`config.mk`:
```
export PLATFORM = sky130hd
export DESIGN_NAME = ingest_regs
export DESIGN_NICKNAME = d
export VERILOG_FILES = /design/src/hw/graph_ingest_pkg.sv /design/src/hw/ingest_regs.sv
export VERILOG_INCLUDE_DIRS = /design/src /design/src/hw
export SDC_FILE = /design/constraint.sdc
export NUM_CORES = 1
export LEC_CHECK = 0
export BUFFER_PORTS_ARGS = -buffer_cell sky130_fd_sc_hd__buf_4
export CORE_MARGIN = 2
export CORE_UTILIZATION = 60
export CTS_BUF_LIST = sky130_fd_sc_hd__clkbuf_4
export DETAILED_ROUTE_END_ITERATION = 6
export PLACE_DENSITY = 0.85
export SYNTH_ARGS = -nofsm -noshare
export SYNTH_HDL_FRONTEND = slang
export SYNTH_SLANG_ARGS = --single-unit
```
`constraint.sdc`:
```
create_clock -name clk -period 4.6 [get_ports clk]
set_input_delay 0.69 -clock clk [delete_from_list [all_inputs] [get_ports clk]]
set_output_delay 0.69 -clock clk [all_outputs]
set_load 0.05 [all_outputs]
```
`src/hw/graph_ingest_macros.svh`:
```
`ifndef GRAPH_INGEST_MACROS_SVH
`define GRAPH_INGEST_MACROS_SVH

// Sparse identifier space, 32768 names
`define GI_NODE_STR_WIDTH 15

// Dense index space, index 0 reserved as unassigned
`define GI_MAX_NODES 1024

`define GI_DEG_WIDTH 16 // Saturating degree counts

`endif

```
`src/hw/graph_ingest_pkg.sv`:
```
`include "graph_ingest_macros.svh"

package graph_ingest_pkg;

    typedef logic [`GI_NODE_STR_WIDTH-1:0] node_str_t;

    typedef logic [$clog2(`GI_MAX_NODES)-1:0] node_idx_t; // 0 means unassigned

    typedef logic [`GI_DEG_WIDTH-1:0] degree_t;

    // Host register map, data is 32 bits
    typedef enum logic [2:0] {
        REG_NODE_COUNT = 3'd0,
        REG_EDGE_COUNT = 3'd1,
        REG_DROP_COUNT = 3'd2,
        REG_STATUS     = 3'd3, // Bit 0 done, bit 1 full, bit 2 busy
        REG_DEG_SEL    = 3'd4,
        REG_DEG_OUT    = 3'd5,
        REG_DEG_IN     = 3'd6
    } reg_addr_e;

endpackage

```
`src/hw/ingest_regs.sv`:
```
module ingest_regs import graph_ingest_pkg::*; (
    input  logic        clk,
    input  logic        rst,
    input  logic        reg_wr_en,
    input  logic        reg_rd_en,
    input  reg_addr_e   reg_addr,
    input  logic [31:0] reg_wr_data,
    input  logic        src_node_str_valid,
    input  logic        edge_str_valid,
    input  logic [1:0]  new_node_count,
    input  logic        edge_idx_valid,
    input  logic        decoding_done_idx,
    input  logic        map_busy,
    input  logic        map_full,
    input  logic        deg_busy,
    input  degree_t     deg_out_val,
    input  degree_t     deg_in_val,
    output logic [31:0] reg_rd_data,
    output node_idx_t   deg_sel
);

    logic [31:0] node_count;
    logic [31:0] edge_count;
    logic [31:0] drop_count;
    logic [1:0]  drop_inc;
    logic        done_flag;
    logic        busy;

    assign busy = map_busy || deg_busy;

    // Src and edge strobes can both drop in one cycle
    assign drop_inc = {1'b0, src_node_str_valid && busy} + {1'b0, edge_str_valid && busy};

    always_ff @(posedge clk) begin
        if (rst) begin
            node_count <= '0;
            edge_count <= '0;
            drop_count <= '0;
            done_flag  <= 1'b0;
            deg_sel    <= '0;
        end else begin
            node_count <= node_count + {30'd0, new_node_count};
            edge_count <= edge_count + {31'd0, edge_idx_valid};
            drop_count <= drop_count + {30'd0, drop_inc};
            if (decoding_done_idx) begin
                done_flag <= 1'b1; // Sticky until reset
            end
            if (reg_wr_en && reg_addr == REG_DEG_SEL) begin
                deg_sel <= node_idx_t'(reg_wr_data);
            end
        end
    end

    always_ff @(posedge clk) begin
        if (rst) begin
            reg_rd_data <= '0;
        end else if (reg_rd_en) begin
            case (reg_addr)
                REG_NODE_COUNT: reg_rd_data <= node_count;
                REG_EDGE_COUNT: reg_rd_data <= edge_count;
                REG_DROP_COUNT: reg_rd_data <= drop_count;
                REG_STATUS:     reg_rd_data <= {29'd0, busy, map_full, done_flag};
                REG_DEG_SEL:    reg_rd_data <= 32'(deg_sel);
                REG_DEG_OUT:    reg_rd_data <= 32'(deg_out_val);
                REG_DEG_IN:     reg_rd_data <= 32'(deg_in_val);
                default:        reg_rd_data <= '0;
            endcase
        end
    end

    a_rd_wr_excl: assert property (@(posedge clk) disable iff (rst)
        !(reg_wr_en && reg_rd_en))
        else $error("ingest_regs: read and write strobes together");

endmodule

```
==> impl_metrics.ini <==
[global_route]
number_of_global_route_vias_before_repair = 6244
pin_count_of_the_biggest_net_entering_global_routing = 69
grt_pass1_wl_um = 30500
gr-total-overflow = 0
aggregate_global_route_resource_usage = 0.298
antenna_found_initial = 0

[detailed_routing]
drt_first_pass_iters = 7
vias = 6587
routed_wl_um = 18600
routed-wl-met3_um = 1490
antenna_violating_nets_post_route = 0
highest-signal-layer = met4
routed-wl-met2_um = 8790
route.layer.met1.wl_um = 7980
initialDrtViolationCount = 579
drt_drc_violations_left = 0
avgRoutedWirePerCell_um = 18.2
vias_per_cell = 6.43

[logic_synthesis]
synth_seq_area_share = 0.396
post_synth_inst_count = 804
synth.most_common_cell = sky130_fd_sc_hd__dfxtp_1
yosys_register_bits = 139
synth_top_area_frac = 0.396
main_synth_ff_type = sky130_fd_sc_hd__dfxtp_1
async_set_or_reset_register_ratio_after_synthesis = 0
synth_top_cell_by_area = sky130_fd_sc_hd__dfxtp_1
number_of_synthesis_warnings = 0
synth_enable_flop_cells = 0
syn_nets = 891
syn_area_per_cell_um2 = 8.75
syn_area_um2 = 7030
synth_cell_type_count = 53
synth.top_cells.by_count = sky130_fd_sc_hd__dfxtp_1, sky130_fd_sc_hd__a21oi_1, sky130_fd_sc_hd__nand2_1
yosys-top-cells-area = sky130_fd_sc_hd__dfxtp_1, sky130_fd_sc_hd__a21oi_1, sky130_fd_sc_hd__mux2i_1

[status]
run_status = finished, final reports clean

[place]
gpl.final_weighted_congestion = 0.846
place.detailed.hpwl_um = 13300
preCtsSetupSlack_ns = 1.33
port_buffers = 99

[timing]
fmaxAchievable_ghz = 0.347
fin_crit_ns = 2.88
rsz0062_at_grt = false
fin_setup_tns_ns = 0
timing.slew.headroom = 0.200
timing.hold.ws_ns = 0.358
setup_ws_ns = 1.72
layout_worst_path_cycle_share = 0.626
clock-skew-final_ns = 0.0160
slew_viol_final = 0
report.final.hold_viol_count = 0
final-setup-viol-count = 0
max_slew.worst_pin.slew_ns = 1.20

[worst_setup_path]
worst-path-max-fanout = 14
criticalPathCategory = flop to flop
first_element_of_the_critical_path = node_count[0]
crit_required_ns = 5.04
crit_arrival_ns = 3.32
crit_path_start_kind = flop
endpoint_kind = flop
timing.rr.start = node_count[0]
reg2reg_depth = 7

[flow_run]
cap_viol_max_count = 0

[clock_tree]
cts.hold.buffers_added = 0
cts_sinks = 139
cts-buffers-inserted = 17
cts_post_setup_buffers_inserted = 0
tritoncts = done
clk_latency_ns = 0.55
worst_setup_hold_path_clk_slew_ns = 0.11
cts_htree_levels = 4
cts_resized = 0
cts-root-to-sink-buffers = 2
clock-root-buffer = sky130_fd_sc_hd__clkbuf_4

[cells_and_area]
inserted_diodes = 0
area.growth.synth_to_final_pct = 13.7
multiInputGateArea_um2 = 3950
n_fill_cell = 885
post-route-util = 0.700
final_layout_size_suffix_gt1_frac = 0.177
regArea_um2 = 2780
fin_nets = 957

[pwr]
report.power.total_uw = 2210
p_leak_uw = 0.00290
power-per-cell-area_nw_per_um2 = 276
peak_supply_drop_v = 0.000261

[floorplan]
floorplan.rows = 39
die_area_um2 = 12600
initial_utilization = 0.616
io-pin-count = 122
chipWidth_um = 112
die_height_um = 112
core_area_um2 = 11400

[min_path]
worst_hold_path_type = input pin to flop
min_from = decoding_done_idx
holdPathStages = 3
-- stage by stage --
step           instance area [um2]  cells
3_3_place_gp                  7740    994
5_1_grt                       8000   1025
3_5_place_dp                  7740    994
4_1_cts                       8000   1025
6_report                      8000   1025
2_1_floorplan                 7030    804
-- layout make-up --
cell class                 count  area share
tap                          143      0.0224
clock inverter                11      0.0130
sequential                   139       0.348
multi-input combinational    594       0.495
timing repair buffer         102      0.0958
clock buffer                  20      0.0188
inverter                      16     0.00751
-- layer usage --
layer | GRT usage | vias up
met5 | 0 | -
met4 | 0.102 | 0
met3 | 0.0697 | 31
met2 | 0.471 | 255
met1 | 0.403 | 3166
li1 | - | 3135
-- flip-flops by register name, summed over array words and instances (netlist names) --
signal,cells
deg_sel,10
done_flag,1
drop_count,32
edge_count,32
node_count,32
reg_rd_data,32
-- path summary, 6_finish.rpt --
kind | endpoint | slack [ns]
setup / recovery | node_count[30] | 1.72
hold / removal | done_flag | 0.36
setup reg to reg | node_count[30] | 1.72
hold reg to reg | reg_rd_data[1] | 0.46
-- placed cells by master (no fill, tap or decap), types with 8 or more instances in the layout --
master,instances
sky130_fd_sc_hd__a21oi_1,78
sky130_fd_sc_hd__a22o_1,14
sky130_fd_sc_hd__a22oi_1,8
sky130_fd_sc_hd__and3_1,11
sky130_fd_sc_hd__and4_1,8
sky130_fd_sc_hd__buf_4,102
sky130_fd_sc_hd__clkbuf_4,20
sky130_fd_sc_hd__dfxtp_1,139
sky130_fd_sc_hd__inv_1,16
sky130_fd_sc_hd__mux2_2,8
sky130_fd_sc_hd__mux2i_1,32
sky130_fd_sc_hd__mux4_2,8
sky130_fd_sc_hd__nand2_1,63
sky130_fd_sc_hd__nand3_1,29
sky130_fd_sc_hd__nand4_1,26
sky130_fd_sc_hd__nor2_1,60
sky130_fd_sc_hd__nor2b_1,32
sky130_fd_sc_hd__o21ai_0,15
sky130_fd_sc_hd__o22ai_1,8
sky130_fd_sc_hd__o2bb2ai_1,17
sky130_fd_sc_hd__o31ai_1,33
sky130_fd_sc_hd__or3_1,15
sky130_fd_sc_hd__or4_1,35
sky130_fd_sc_hd__xnor2_1,9
sky130_fd_sc_hd__xor2_1,23
-- critical path: stages, from the launching register on --
cell                      delay [ns]
sky130_fd_sc_hd__dfxtp_1        0.37
sky130_fd_sc_hd__ha_1           0.20
sky130_fd_sc_hd__inv_1          0.07
sky130_fd_sc_hd__fa_1           0.41
sky130_fd_sc_hd__and3b_1        0.38
sky130_fd_sc_hd__nand4_1        0.50
sky130_fd_sc_hd__nor4_1         0.45
sky130_fd_sc_hd__mux2_2         0.38
-- where the power goes --
group	switching, uW	internal, uW
registers	17.4	1220
logic	123	88.6
clock network	432	327
-- cell families after synthesis --
| logic type | after synthesis | share of synthesized area |
|---|---|---|
| and+or+nand+nor | 316 | 0.246 |
| AOI/OAI and AO/OA | 191 | 0.178 |
| DFF | 139 | 0.396 |
| buffers and inverters | 71 | 0.0422 |
| muxes | 48 | 0.0840 |
| xor gates and xnor gates | 32 | 0.0399 |
| adders and majority gates | 7 | 0.0146 |
(Power assumes the default switching activity.)
